**config.mk**
```make
export PLATFORM = sky130hd
export DESIGN_NAME = instruction_decode
export DESIGN_NICKNAME = d
export VERILOG_FILES = /design/src/cpu_decode_pkg.sv /design/src/opcode_classify.sv /design/src/decode_fsm.sv /design/src/control_gen.sv /design/src/instruction_decode.sv
export VERILOG_INCLUDE_DIRS = /design/src
export SDC_FILE = /design/constraint.sdc
export NUM_CORES = 1
export LEC_CHECK = 0
export BUFFER_PORTS_ARGS = -buffer_cell sky130_fd_sc_hd__buf_2
export CAP_MARGIN = 10
export CORE_ASPECT_RATIO = 1.5
export CORE_MARGIN = 8
export CORE_UTILIZATION = 41
export CTS_CLUSTER_SIZE = 10
export DETAILED_ROUTE_END_ITERATION = 16
export SLEW_MARGIN = 0
export SYNTH_ARGS = -nofsm -noshare
export SYNTH_HDL_FRONTEND = slang
export SYNTH_HIERARCHICAL = 1
export SYNTH_SLANG_ARGS = --single-unit
```
**constraint.sdc**
```tcl
create_clock -name clk -period 3.6 [get_ports clk]
set_clock_uncertainty 0.2 [all_clocks]
set_input_delay 0.72 -clock clk [delete_from_list [all_inputs] [get_ports clk]]
set_output_delay 0.72 -clock clk [all_outputs]
set_load 0.05 [all_outputs]
```
**src/cpu_decode_settings.svh**
```systemverilog
`ifndef CPU_DECODE_SETTINGS_SVH
`define CPU_DECODE_SETTINGS_SVH

`define DATA_W 8
`define ADDR_W 16

// Status register bit positions
`define FLAG_C 0
`define FLAG_Z 1
`define FLAG_V 6
`define FLAG_N 7

`define TRACE_LINES 35                  // Rows in decode_trace.txt

// Implied
`define OP_NOP 8'hEA
`define OP_SEC 8'h38
`define OP_CLC 8'h18
`define OP_CLV 8'hB8
`define OP_TAX 8'hAA
`define OP_TAY 8'hA8
`define OP_TXA 8'h8A
`define OP_TYA 8'h98

// Immediate loads
`define OP_LDA_IMM 8'hA9
`define OP_LDX_IMM 8'hA2
`define OP_LDY_IMM 8'hA0

// Accumulator and register ALU
`define OP_ASL_A 8'h0A
`define OP_LSR_A 8'h4A
`define OP_ROL_A 8'h2A
`define OP_ROR_A 8'h6A
`define OP_INX   8'hE8
`define OP_INY   8'hC8
`define OP_DEX   8'hCA
`define OP_DEY   8'h88

// Zero page. The absolute form is the same byte with OP_ABS_BIT set
`define OP_ABS_BIT 3
`define OP_LDA_ZPG 8'hA5
`define OP_LDX_ZPG 8'hA6
`define OP_LDY_ZPG 8'hA4
`define OP_STA_ZPG 8'h85
`define OP_STX_ZPG 8'h86
`define OP_STY_ZPG 8'h84
`define OP_ASL_ZPG 8'h06
`define OP_LSR_ZPG 8'h46
`define OP_ROL_ZPG 8'h26
`define OP_ROR_ZPG 8'h66
`define OP_INC_ZPG 8'hE6
`define OP_DEC_ZPG 8'hC6
`define OP_AND_ZPG 8'h25
`define OP_ORA_ZPG 8'h05
`define OP_EOR_ZPG 8'h45
`define OP_ADC_ZPG 8'h65
`define OP_SBC_ZPG 8'hE5
`define OP_CMP_ZPG 8'hC5

`define OP_JMP_ABS 8'h4C

`endif

```
**src/cpu_decode_pkg.sv**
```systemverilog
`include "cpu_decode_settings.svh"

package cpu_decode_pkg;

    typedef enum logic [3:0] {
        ST_IDLE             = 4'd0,
        ST_OPCODE_READ      = 4'd1,
        ST_ZPG_ABS_ADR_READ = 4'd2,
        ST_IDL_DATA_WRITE   = 4'd3,
        ST_SPARE            = 4'd4,
        ST_ALU_FINAL        = 4'd5,
        ST_DBUF_OUTPUT      = 4'd6,
        ST_ALU_TMX          = 4'd7,
        ST_ABS_LB           = 4'd8,
        ST_ABS_HB           = 4'd9,
        ST_PC_LOAD          = 4'd10
    } decode_state_e;

    typedef enum logic [2:0] {
        MODE_IMPLIED, MODE_IMMEDIATE, MODE_ACCUM, MODE_ZPG, MODE_ABS
    } addr_mode_e;

    typedef enum logic [4:0] {
        ALU_NOP, ALU_ASL, ALU_LSR, ALU_ROL, ALU_ROR,
        ALU_AND, ALU_OR,  ALU_XOR, ALU_ADD, ALU_SUB,
        ALU_CMP, ALU_INC, ALU_DEC, ALU_FLG, ALU_TMX
    } alu_op_e;

    typedef enum logic [1:0] {BUF_IDLE = 2'd0, BUF_LOAD = 2'd1, BUF_STORE = 2'd2} buf_ctl_e;
    typedef enum logic [1:0] {PC_HOLD = 2'd0, PC_INC = 2'd1, PC_LOAD = 2'd2} pc_ctl_e;
    typedef enum logic [1:0] {SEL_NONE, SEL_A, SEL_X, SEL_Y} reg_sel_e;

    typedef struct packed {
        logic en;
        logic rd_wr_n;          // 1 drives the bus, 0 loads from it
        logic bus;              // 0 bus one, 1 bus two
    } reg_ctl_t;

    localparam reg_ctl_t RC_IDLE   = '{en: 1'b0, rd_wr_n: 1'b0, bus: 1'b0};
    localparam reg_ctl_t RC_LOAD1  = '{en: 1'b1, rd_wr_n: 1'b0, bus: 1'b0};
    localparam reg_ctl_t RC_STORE1 = '{en: 1'b1, rd_wr_n: 1'b1, bus: 1'b0};
    localparam reg_ctl_t RC_LOAD2  = '{en: 1'b1, rd_wr_n: 1'b0, bus: 1'b1};
    localparam reg_ctl_t RC_STORE2 = '{en: 1'b1, rd_wr_n: 1'b1, bus: 1'b1};

    // For implied opcodes alu carries the flag command
    typedef struct packed {
        addr_mode_e mode;
        alu_op_e    alu;
        reg_sel_e   src;
        reg_sel_e   dst;
        logic       writes_mem;
        logic       is_jump;
    } op_class_t;

    typedef struct packed {
        logic [6:0]         mask;
        logic [`DATA_W-1:0] value;
        logic               rw;
    } status_upd_t;

    typedef struct packed {
        logic [1:0]         addr_sel;   // 0 PC, 1 operand address
        logic               rw;         // 1 read, 0 write
        logic [`ADDR_W-1:0] addr;
    } mem_ctl_t;

endpackage

```
**src/opcode_classify.sv**
```systemverilog
`timescale 1ns/1ps
`include "cpu_decode_settings.svh"

module opcode_classify import cpu_decode_pkg::*; (
    input  logic [`DATA_W-1:0] opcode,
    output op_class_t          op_class
);

    localparam op_class_t NOP_CLASS = '{MODE_IMPLIED, ALU_NOP, SEL_NONE, SEL_NONE, 1'b0, 1'b0};

    addr_mode_e         mem_mode;
    logic [`DATA_W-1:0] zpg_code;
    op_class_t          mem_class;

    assign mem_mode = opcode[`OP_ABS_BIT] ? MODE_ABS : MODE_ZPG;

    always_comb begin
        zpg_code = opcode;
        zpg_code[`OP_ABS_BIT] = 1'b0;   // Fold absolute onto zero page
    end

    always_comb begin
        mem_class = NOP_CLASS;
        case (zpg_code)
            `OP_LDA_ZPG: mem_class = '{mem_mode, ALU_FLG, SEL_NONE, SEL_A, 1'b0, 1'b0};
            `OP_LDX_ZPG: mem_class = '{mem_mode, ALU_FLG, SEL_NONE, SEL_X, 1'b0, 1'b0};
            `OP_LDY_ZPG: mem_class = '{mem_mode, ALU_FLG, SEL_NONE, SEL_Y, 1'b0, 1'b0};
            `OP_STA_ZPG: mem_class = '{mem_mode, ALU_NOP, SEL_A, SEL_NONE, 1'b1, 1'b0};
            `OP_STX_ZPG: mem_class = '{mem_mode, ALU_NOP, SEL_X, SEL_NONE, 1'b1, 1'b0};
            `OP_STY_ZPG: mem_class = '{mem_mode, ALU_NOP, SEL_Y, SEL_NONE, 1'b1, 1'b0};
            `OP_ASL_ZPG: mem_class = '{mem_mode, ALU_ASL, SEL_NONE, SEL_NONE, 1'b1, 1'b0};
            `OP_LSR_ZPG: mem_class = '{mem_mode, ALU_LSR, SEL_NONE, SEL_NONE, 1'b1, 1'b0};
            `OP_ROL_ZPG: mem_class = '{mem_mode, ALU_ROL, SEL_NONE, SEL_NONE, 1'b1, 1'b0};
            `OP_ROR_ZPG: mem_class = '{mem_mode, ALU_ROR, SEL_NONE, SEL_NONE, 1'b1, 1'b0};
            `OP_INC_ZPG: mem_class = '{mem_mode, ALU_INC, SEL_NONE, SEL_NONE, 1'b1, 1'b0};
            `OP_DEC_ZPG: mem_class = '{mem_mode, ALU_DEC, SEL_NONE, SEL_NONE, 1'b1, 1'b0};
            `OP_AND_ZPG: mem_class = '{mem_mode, ALU_AND, SEL_NONE, SEL_A, 1'b0, 1'b0};
            `OP_ORA_ZPG: mem_class = '{mem_mode, ALU_OR, SEL_NONE, SEL_A, 1'b0, 1'b0};
            `OP_EOR_ZPG: mem_class = '{mem_mode, ALU_XOR, SEL_NONE, SEL_A, 1'b0, 1'b0};
            `OP_ADC_ZPG: mem_class = '{mem_mode, ALU_ADD, SEL_NONE, SEL_A, 1'b0, 1'b0};
            `OP_SBC_ZPG: mem_class = '{mem_mode, ALU_SUB, SEL_NONE, SEL_A, 1'b0, 1'b0};
            `OP_CMP_ZPG: mem_class = '{mem_mode, ALU_CMP, SEL_NONE, SEL_NONE, 1'b0, 1'b0};
            default: ;
        endcase
    end

    always_comb begin
        op_class = NOP_CLASS;
        case (opcode)
            `OP_NOP: ;                              // Default class already is NOP
            `OP_SEC: op_class.alu = ALU_INC;        // Set C
            `OP_CLC: op_class.alu = ALU_DEC;        // Clear C
            `OP_CLV: op_class.alu = ALU_FLG;        // Clear V
            `OP_TAX: op_class = '{MODE_IMPLIED, ALU_NOP, SEL_A, SEL_X, 1'b0, 1'b0};
            `OP_TAY: op_class = '{MODE_IMPLIED, ALU_NOP, SEL_A, SEL_Y, 1'b0, 1'b0};
            `OP_TXA: op_class = '{MODE_IMPLIED, ALU_NOP, SEL_X, SEL_A, 1'b0, 1'b0};
            `OP_TYA: op_class = '{MODE_IMPLIED, ALU_NOP, SEL_Y, SEL_A, 1'b0, 1'b0};
            `OP_LDA_IMM: op_class = '{MODE_IMMEDIATE, ALU_FLG, SEL_NONE, SEL_A, 1'b0, 1'b0};
            `OP_LDX_IMM: op_class = '{MODE_IMMEDIATE, ALU_FLG, SEL_NONE, SEL_X, 1'b0, 1'b0};
            `OP_LDY_IMM: op_class = '{MODE_IMMEDIATE, ALU_FLG, SEL_NONE, SEL_Y, 1'b0, 1'b0};
            `OP_ASL_A: op_class = '{MODE_ACCUM, ALU_ASL, SEL_A, SEL_A, 1'b0, 1'b0};
            `OP_LSR_A: op_class = '{MODE_ACCUM, ALU_LSR, SEL_A, SEL_A, 1'b0, 1'b0};
            `OP_ROL_A: op_class = '{MODE_ACCUM, ALU_ROL, SEL_A, SEL_A, 1'b0, 1'b0};
            `OP_ROR_A: op_class = '{MODE_ACCUM, ALU_ROR, SEL_A, SEL_A, 1'b0, 1'b0};
            `OP_INX: op_class = '{MODE_ACCUM, ALU_INC, SEL_X, SEL_X, 1'b0, 1'b0};
            `OP_INY: op_class = '{MODE_ACCUM, ALU_INC, SEL_Y, SEL_Y, 1'b0, 1'b0};
            `OP_DEX: op_class = '{MODE_ACCUM, ALU_DEC, SEL_X, SEL_X, 1'b0, 1'b0};
            `OP_DEY: op_class = '{MODE_ACCUM, ALU_DEC, SEL_Y, SEL_Y, 1'b0, 1'b0};
            `OP_JMP_ABS: op_class = '{MODE_ABS, ALU_NOP, SEL_NONE, SEL_NONE, 1'b0, 1'b1};
            default: begin
                // Address field 001 is zero page, 011 absolute
                if (opcode[4:2] == 3'b001 || opcode[4:2] == 3'b011) begin
                    op_class = mem_class;
                end
            end
        endcase
    end

endmodule

```
**src/decode_fsm.sv**
```systemverilog
`timescale 1ns/1ps
`include "cpu_decode_settings.svh"

module decode_fsm import cpu_decode_pkg::*; (
    input  logic               clk,
    input  logic               rst_n,
    input  logic               clk_enable,
    input  logic [`DATA_W-1:0] instruction,
    input  op_class_t          next_class,
    output decode_state_e      state,
    output op_class_t          op_class,
    output logic [`ADDR_W-1:0] operand_addr
);

    decode_state_e next_state;

    always_comb begin
        next_state = ST_IDLE;
        case (state)
            ST_IDLE: next_state = ST_OPCODE_READ;
            ST_OPCODE_READ: begin
                case (op_class.mode)
                    MODE_IMMEDIATE: next_state = ST_IDL_DATA_WRITE;
                    MODE_ACCUM:     next_state = ST_ALU_FINAL;    // Operands already in registers
                    MODE_ZPG:       next_state = ST_ZPG_ABS_ADR_READ;
                    MODE_ABS:       next_state = ST_ABS_LB;
                    default:        next_state = ST_IDLE;         // Implied ends here
                endcase
            end
            ST_ZPG_ABS_ADR_READ: next_state = ST_IDL_DATA_WRITE;
            ST_IDL_DATA_WRITE:   next_state = ST_ALU_FINAL;
            ST_ALU_FINAL:        next_state = ST_ALU_TMX;
            ST_ALU_TMX: begin
                if (op_class.writes_mem) begin
                    next_state = ST_DBUF_OUTPUT;
                end else begin
                    next_state = ST_IDLE;
                end
            end
            ST_ABS_LB: begin
                if (op_class.is_jump) begin
                    next_state = ST_PC_LOAD;              // Next byte is the target high byte
                end else begin
                    next_state = ST_ABS_HB;
                end
            end
            ST_ABS_HB:      next_state = ST_IDL_DATA_WRITE;
            ST_DBUF_OUTPUT: next_state = ST_IDLE;
            ST_PC_LOAD:     next_state = ST_IDLE;
            ST_SPARE:       next_state = ST_IDLE;
            default:        next_state = ST_IDLE;
        endcase
    end

    always_ff @(posedge clk or negedge rst_n) begin
        if (!rst_n) begin
            state    <= ST_IDLE;
            op_class <= '{MODE_IMPLIED, ALU_NOP, SEL_NONE, SEL_NONE, 1'b0, 1'b0};
        end else if (clk_enable) begin
            state <= next_state;
            if (next_state == ST_OPCODE_READ) begin
                op_class <= next_class;               // Byte on the bus now is the opcode
            end
        end
    end

    // Operand bytes arrive low byte first
    always_ff @(posedge clk or negedge rst_n) begin
        if (!rst_n) begin
            operand_addr <= '0;
        end else if (clk_enable) begin
            case (next_state)
                ST_ZPG_ABS_ADR_READ, ST_ABS_LB: begin
                    operand_addr <= {{(`ADDR_W - `DATA_W){1'b0}}, instruction};
                end
                ST_ABS_HB, ST_PC_LOAD: begin
                    operand_addr[`ADDR_W-1 -: `DATA_W] <= instruction;
                end
                default: ;
            endcase
        end
    end

endmodule

```
**src/control_gen.sv**
```systemverilog
`timescale 1ns/1ps
`include "cpu_decode_settings.svh"

module control_gen import cpu_decode_pkg::*; (
    input  decode_state_e      state,
    input  op_class_t          op_class,
    input  logic [`ADDR_W-1:0] operand_addr,
    output status_upd_t        status_upd,
    output mem_ctl_t           mem_ctl,
    output pc_ctl_e            pc_ctl,
    output alu_op_e            alu_op,
    output buf_ctl_e           data_buffer,
    output buf_ctl_e           input_latch,
    output reg_ctl_t           reg_a,
    output reg_ctl_t           reg_x,
    output reg_ctl_t           reg_y
);

    // P bit 5 has no write line, so bits 6 and 7 sit one lower in the mask
    function automatic logic [6:0] flag_mask(input int unsigned pos);
        logic [6:0] m;
        m = '0;
        m[(pos > 5) ? pos - 1 : pos] = 1'b1;
        return m;
    endfunction

    // Destination wins when one register is both source and destination
    function automatic reg_ctl_t route(
        input reg_sel_e me,
        input reg_sel_e src_sel,
        input reg_ctl_t src_ctl,
        input reg_sel_e dst_sel,
        input reg_ctl_t dst_ctl
    );
        if (dst_sel == me && dst_ctl.en) begin
            return dst_ctl;
        end else if (src_sel == me && src_ctl.en) begin
            return src_ctl;
        end
        return RC_IDLE;
    endfunction

    localparam logic [6:0] MASK_C  = flag_mask(`FLAG_C);
    localparam logic [6:0] MASK_V  = flag_mask(`FLAG_V);
    localparam logic [6:0] MASK_ZN = flag_mask(`FLAG_Z) | flag_mask(`FLAG_N);

    reg_sel_e src_sel;
    reg_sel_e dst_sel;
    reg_ctl_t src_ctl;
    reg_ctl_t dst_ctl;
    logic     two_operand;
    logic     sets_carry;

    assign two_operand = op_class.alu inside {ALU_AND, ALU_OR, ALU_XOR, ALU_ADD, ALU_SUB, ALU_CMP};
    assign sets_carry  = op_class.alu inside {ALU_ASL, ALU_LSR, ALU_ROL, ALU_ROR, ALU_CMP};

    always_comb begin
        status_upd  = '{mask: '0, value: '0, rw: 1'b1};
        mem_ctl     = '{addr_sel: 2'd0, rw: 1'b1, addr: '0};
        pc_ctl      = PC_HOLD;
        alu_op      = ALU_NOP;
        data_buffer = BUF_IDLE;
        input_latch = BUF_IDLE;
        src_sel     = op_class.src;
        dst_sel     = op_class.dst;
        src_ctl     = RC_IDLE;
        dst_ctl     = RC_IDLE;
        case (state)
            ST_OPCODE_READ: begin
                pc_ctl = PC_INC;
                if (op_class.mode == MODE_IMPLIED) begin
                    case (op_class.alu)
                        ALU_INC: begin                      // SEC
                            status_upd.mask = MASK_C;
                            status_upd.value[`FLAG_C] = 1'b1;
                        end
                        ALU_DEC: status_upd.mask = MASK_C;  // CLC
                        ALU_FLG: status_upd.mask = MASK_V;  // CLV
                        default: begin
                            src_ctl = RC_STORE1;            // Transfer over bus one
                            dst_ctl = RC_LOAD1;
                        end
                    endcase
                end
            end
            ST_ZPG_ABS_ADR_READ, ST_ABS_HB: begin
                pc_ctl           = PC_INC;
                mem_ctl.addr_sel = 2'd1;
                mem_ctl.addr     = operand_addr;
            end
            ST_ABS_LB:         pc_ctl = PC_INC;
            ST_IDL_DATA_WRITE: input_latch = BUF_LOAD;
            ST_ALU_FINAL: begin
                status_upd.rw = 1'b0;
                alu_op        = op_class.alu;
                if (op_class.alu != ALU_NOP) begin
                    status_upd.mask = sets_carry ? (MASK_C | MASK_ZN) : MASK_ZN;
                    if (op_class.mode == MODE_ACCUM) begin
                        src_ctl = RC_STORE1;
                    end else begin
                        input_latch = BUF_STORE;
                    end
                    if (two_operand) begin
                        src_sel = SEL_A;            // Accumulator is the second operand
                        src_ctl = RC_STORE2;
                    end
                end
            end
            ST_ALU_TMX: begin
                if (op_class.dst != SEL_NONE) begin
                    dst_ctl = RC_LOAD2;
                    alu_op  = ALU_TMX;
                end else if (op_class.alu == ALU_NOP) begin
                    src_ctl     = RC_STORE2;        // Store
                    data_buffer = BUF_LOAD;
                end else if (op_class.alu != ALU_CMP) begin
                    data_buffer = BUF_LOAD;         // Read-modify-write result
                    alu_op      = ALU_TMX;
                end
            end
            ST_DBUF_OUTPUT: begin
                data_buffer      = BUF_STORE;
                mem_ctl.addr_sel = 2'd1;
                mem_ctl.rw       = 1'b0;
                mem_ctl.addr     = operand_addr;
            end
            ST_PC_LOAD: begin
                pc_ctl       = PC_LOAD;
                mem_ctl.addr = operand_addr;
            end
            default: ;
        endcase
    end

    assign reg_a = route(SEL_A, src_sel, src_ctl, dst_sel, dst_ctl);
    assign reg_x = route(SEL_X, src_sel, src_ctl, dst_sel, dst_ctl);
    assign reg_y = route(SEL_Y, src_sel, src_ctl, dst_sel, dst_ctl);

endmodule

```
**src/instruction_decode.sv**
```systemverilog
`timescale 1ns/1ps
`include "cpu_decode_settings.svh"

module instruction_decode import cpu_decode_pkg::*; (
    input  logic               clk,
    input  logic               rst_n,
    input  logic               clk_enable,
    input  logic [`DATA_W-1:0] instruction,
    output status_upd_t        status_upd,
    output mem_ctl_t           mem_ctl,
    output pc_ctl_e            pc_ctl,
    output alu_op_e            alu_op,
    output buf_ctl_e           data_buffer,
    output buf_ctl_e           input_latch,
    output reg_ctl_t           reg_a,
    output reg_ctl_t           reg_x,
    output reg_ctl_t           reg_y
);

    op_class_t          next_class;     // Class of the byte on the bus
    op_class_t          op_class;       // Class of the instruction in flight
    decode_state_e      state;
    logic [`ADDR_W-1:0] operand_addr;

    opcode_classify u_classify (
        .opcode   (instruction),
        .op_class (next_class)
    );

    decode_fsm u_fsm (
        .clk          (clk),
        .rst_n        (rst_n),
        .clk_enable   (clk_enable),
        .instruction  (instruction),
        .next_class   (next_class),
        .state        (state),
        .op_class     (op_class),
        .operand_addr (operand_addr)
    );

    control_gen u_ctl (
        .state        (state),
        .op_class     (op_class),
        .operand_addr (operand_addr),
        .status_upd   (status_upd),
        .mem_ctl      (mem_ctl),
        .pc_ctl       (pc_ctl),
        .alu_op       (alu_op),
        .data_buffer  (data_buffer),
        .input_latch  (input_latch),
        .reg_a        (reg_a),
        .reg_x        (reg_x),
        .reg_y        (reg_y)
    );

endmodule

```
==> flow_summary.yaml <==
outcome:
  status: "finished clean"
finish:
  fill_cells: 774
  num_antenna_cells: 0
  fin_area_mm2: 0.00339
  drive_gt1_frac: 0.238
  final_cells: 507
  syn_to_final_growth_pct: 11.0
  fin_nets: 417
  postLayoutCoreUtil: 0.470
timing:
  setup_violations: 0
  period_minus_slack_ns: 3.34
  holdWs_ns: 0.276
  min_period_over_period: 0.929
  hold_viol: 0
  tightestPinTransition_ns: 0.749
  fmax_mhz: 299
  rsz0062_at_grt: "no"
  tns_ns: 0
  fin_ws_ns: 0.255
  finalMaxSlewViolations: 0
  slew_headroom: 0.501
logic_synthesis:
  synth_flop_cell: "dfrtp_1"
  synth_edf_count: 0
  yosysWarnings: 6
  netlist_area_mm2: 0.00306
  ys_seq_elements: 34
  postSynthCellCount: 368
  postSynthAreaPerCell_um2: 8.31
  synth-async-reset-ratio: 1.00
  yosysSeqAreaShare: 0.278
  synth_cell_types: 76
grt:
  grt_pass1_wl_mm: 13.0
  grt_pass1_vias: 2741
  grt_max_degree: 35
  antenna_found_initial: 0
  overflow: 0
  grt_use_total: 0.150
job:
  cap_violations: 0
place:
  dpl_worst_slack_ns: 0.551
  place.gp.congestion: 0.897
  placement.cell_area_mm2: 0.00330
  port_buffers: 54
  place_hpwl_mm: 5.87
  dp_cells: 499
worst_setup_path:
  worstReg2RegEnd: "u_fsm/operand_addr[11]"
  r2r_setup_slack_ns: 0.93
  critPathArrivalTime_ns: 2.42
  path_delay_family: "simple AND/OR/NAND/NOR gates"
  critPathBufInv: 2
  endpoint_kind: "primary output"
  cp.required_ns: 2.68
  crit_slowest_cell: "dfrtp_1"
  start_kind: "flip-flop"
  cp.depth: 8
  r2r_start: "u_fsm/state[3]"
  reg2reg_depth: 6
  crit_chain: "nand2b_1 > nor2_4 > inv_2 > nor2_1 > nand2_1 > o211a_2 > nor4b_4 > buf_2"
  path_max_fanout: 16
  critPathKind: "flip-flop to primary output"
  max_stage_delay_ns: 0.55
min_path:
  hold_path_class: "flip-flop to flip-flop"
  hp-start: "u_fsm/operand_addr[3]"
  whs_path_depth: 2
  hold_end: "u_fsm/operand_addr[3]"
floorplanning:
  ioPinCount: 66
  die_y_um: 122
  floorplan.rows: 38
  core-area_mm2: 0.00723
  start_util: 0.423
  die_w_um: 86.5
  die_area_mm2: 0.0105
power:
  p_leak_nw: 1.58
  ir_worst_vdd_uv: 302
  powerDensity_mw_per_mm2: 728
  power_mw: 2.47
clocking:
  cts_hold_buf: 0
  clockBufferDepth: 2
  htreeDepth: 2
  insertion_delay_ns: 0.28
  cts_tree: "yes"
  clock_sinks: 34
  cts_buffers: 5
  clk_pin_slew_ns: 0.07
  clockRootBuffer: "clkbuf_8"
routing:
  detail-route-antenna-nets: 0
  wl_mm: 7.69
  vias: 2761
  drc: 0
  wl_per_cell_um: 15.2
  drtIter0Drc: 94
  via_per_inst: 5.45
  firstDrtPassIters: 4
==> registers in the layout, indices dropped and copies added, names as in the netlist <==
signal and flops:
u_fsm/op_class 14, u_fsm/operand_addr 16, u_fsm/state 4
==> placed cells by master, fill, tap and decap left out, types with 5 or more instances in the layout <==
| cell type | Yosys | final |
|---|---|---|
| nor3b_1 | 5 | 5 |
| clkbuf_8 | 0 | 6 |
| nand2_1 | 29 | 29 |
| buf_2 | 12 | 54 |
| a21o_1 | 6 | 6 |
| o21ai_0 | 32 | 32 |
| a31oi_1 | 6 | 6 |
| nor2_1 | 22 | 22 |
| nand2b_1 | 10 | 10 |
| nor3_1 | 9 | 9 |
| dfrtp_1 | 34 | 33 |
| nor2b_1 | 19 | 19 |
| mux2_1 | 10 | 10 |
| a21oi_1 | 18 | 18 |
| inv_1 | 20 | 20 |
| nand3_1 | 8 | 8 |
| conb_1 | 2 | 12 |
| mux2_2 | 5 | 5 |
| o211ai_1 | 9 | 9 |
==> where the power goes <==
| part | total, mW | switching (mW) | internal (mW) |
|---|---|---|---|
| clock network | 0.295 | 0.141 | 0.154 |
| registers | 0.728 | 0.210 | 0.518 |
| logic | 1.45 | 0.949 | 0.498 |
==> area by class of cell <==
cell class,count,area [um2],area share
Clock inverter,2,12.5,0.00369
Timing Repair Buffer,57,293,0.0863
Sequential cell,34,852,0.251
Tap cell,100,125,0.0369
Clock buffer,6,82.6,0.0243
Inverter,22,82.6,0.0243
Multi-Input combinational cell,286,1950,0.573
==> tightest hold or removal path, stage by stage (launching register included) <==
cell     delay [ns]
dfrtp_1        0.34
nand2_1        0.04
o21ai_0        0.06
==> timing repair <==
item,4_1_cts,5_1_grt
buffers inserted,0,0
setup endpoints to repair,0,1
gates resized for setup,0,1
==> synth_stat cells, drive strengths merged (5+ instances only) <==
master	count	share of area
o211ai	10	0.026
dfrtp	34	0.28
buf	29	0.064
a21oi	18	0.029
nand2	29	0.036
nand2b	11	0.025
nor4	8	0.038
clkbuf	7	0.0086
nor3b	5	0.012
a31oi	6	0.012
nor3	10	0.020
mux2	15	0.055
a21o	6	0.015
nor2b	19	0.039
inv	22	0.027
nand3	8	0.013
o21ai	37	0.062
nor2	23	0.031
==> how the worst max path moves through the flow <==
stage / start / end / slack (ns)
finish: u_fsm/state[3] / reg_x[1] / 0.26
global route: u_fsm/state[3] / reg_x[1] / 0.02
CTS: u_fsm/state[3] / reg_x[1] / 0.22
detailed placement: u_fsm/state[3] / reg_x[1] / 0.55
global placement: u_fsm/state[3] / reg_x[1] / 0.60
floorplan: u_fsm/state[1] / reg_y[1] / 0.03
==> logic make-up (layout without fill, tap and decap cells) <==
kind of cell	count (synthesis)	in the layout	synth area share
buffers and inverters	58	87	0.0995
flip-flops	34	34	0.278
AO/OA/AOI/OAI	108	108	0.235
other	2	12	0.00246
AND/OR/NAND/NOR	142	142	0.300
multiplexers	18	18	0.0651
adder cells (fa/ha/maj)	1	1	0.00327
XOR/XNOR	5	5	0.0168
==> layer usage <==
layer / global-route usage / up-vias / part of all wire / routed length [um]
met5: 0 / - / 0 / 0
met3: 0.0337 / 15 / 0.067 / 517
met2: 0.251 / 85 / 0.49 / 3770
li1: - / 1368 / - / -
met1: 0.181 / 1293 / 0.42 / 3230
met4: 0.0595 / 0 / 0.022 / 170
Note: power is estimated with default switching activity, not from simulation.
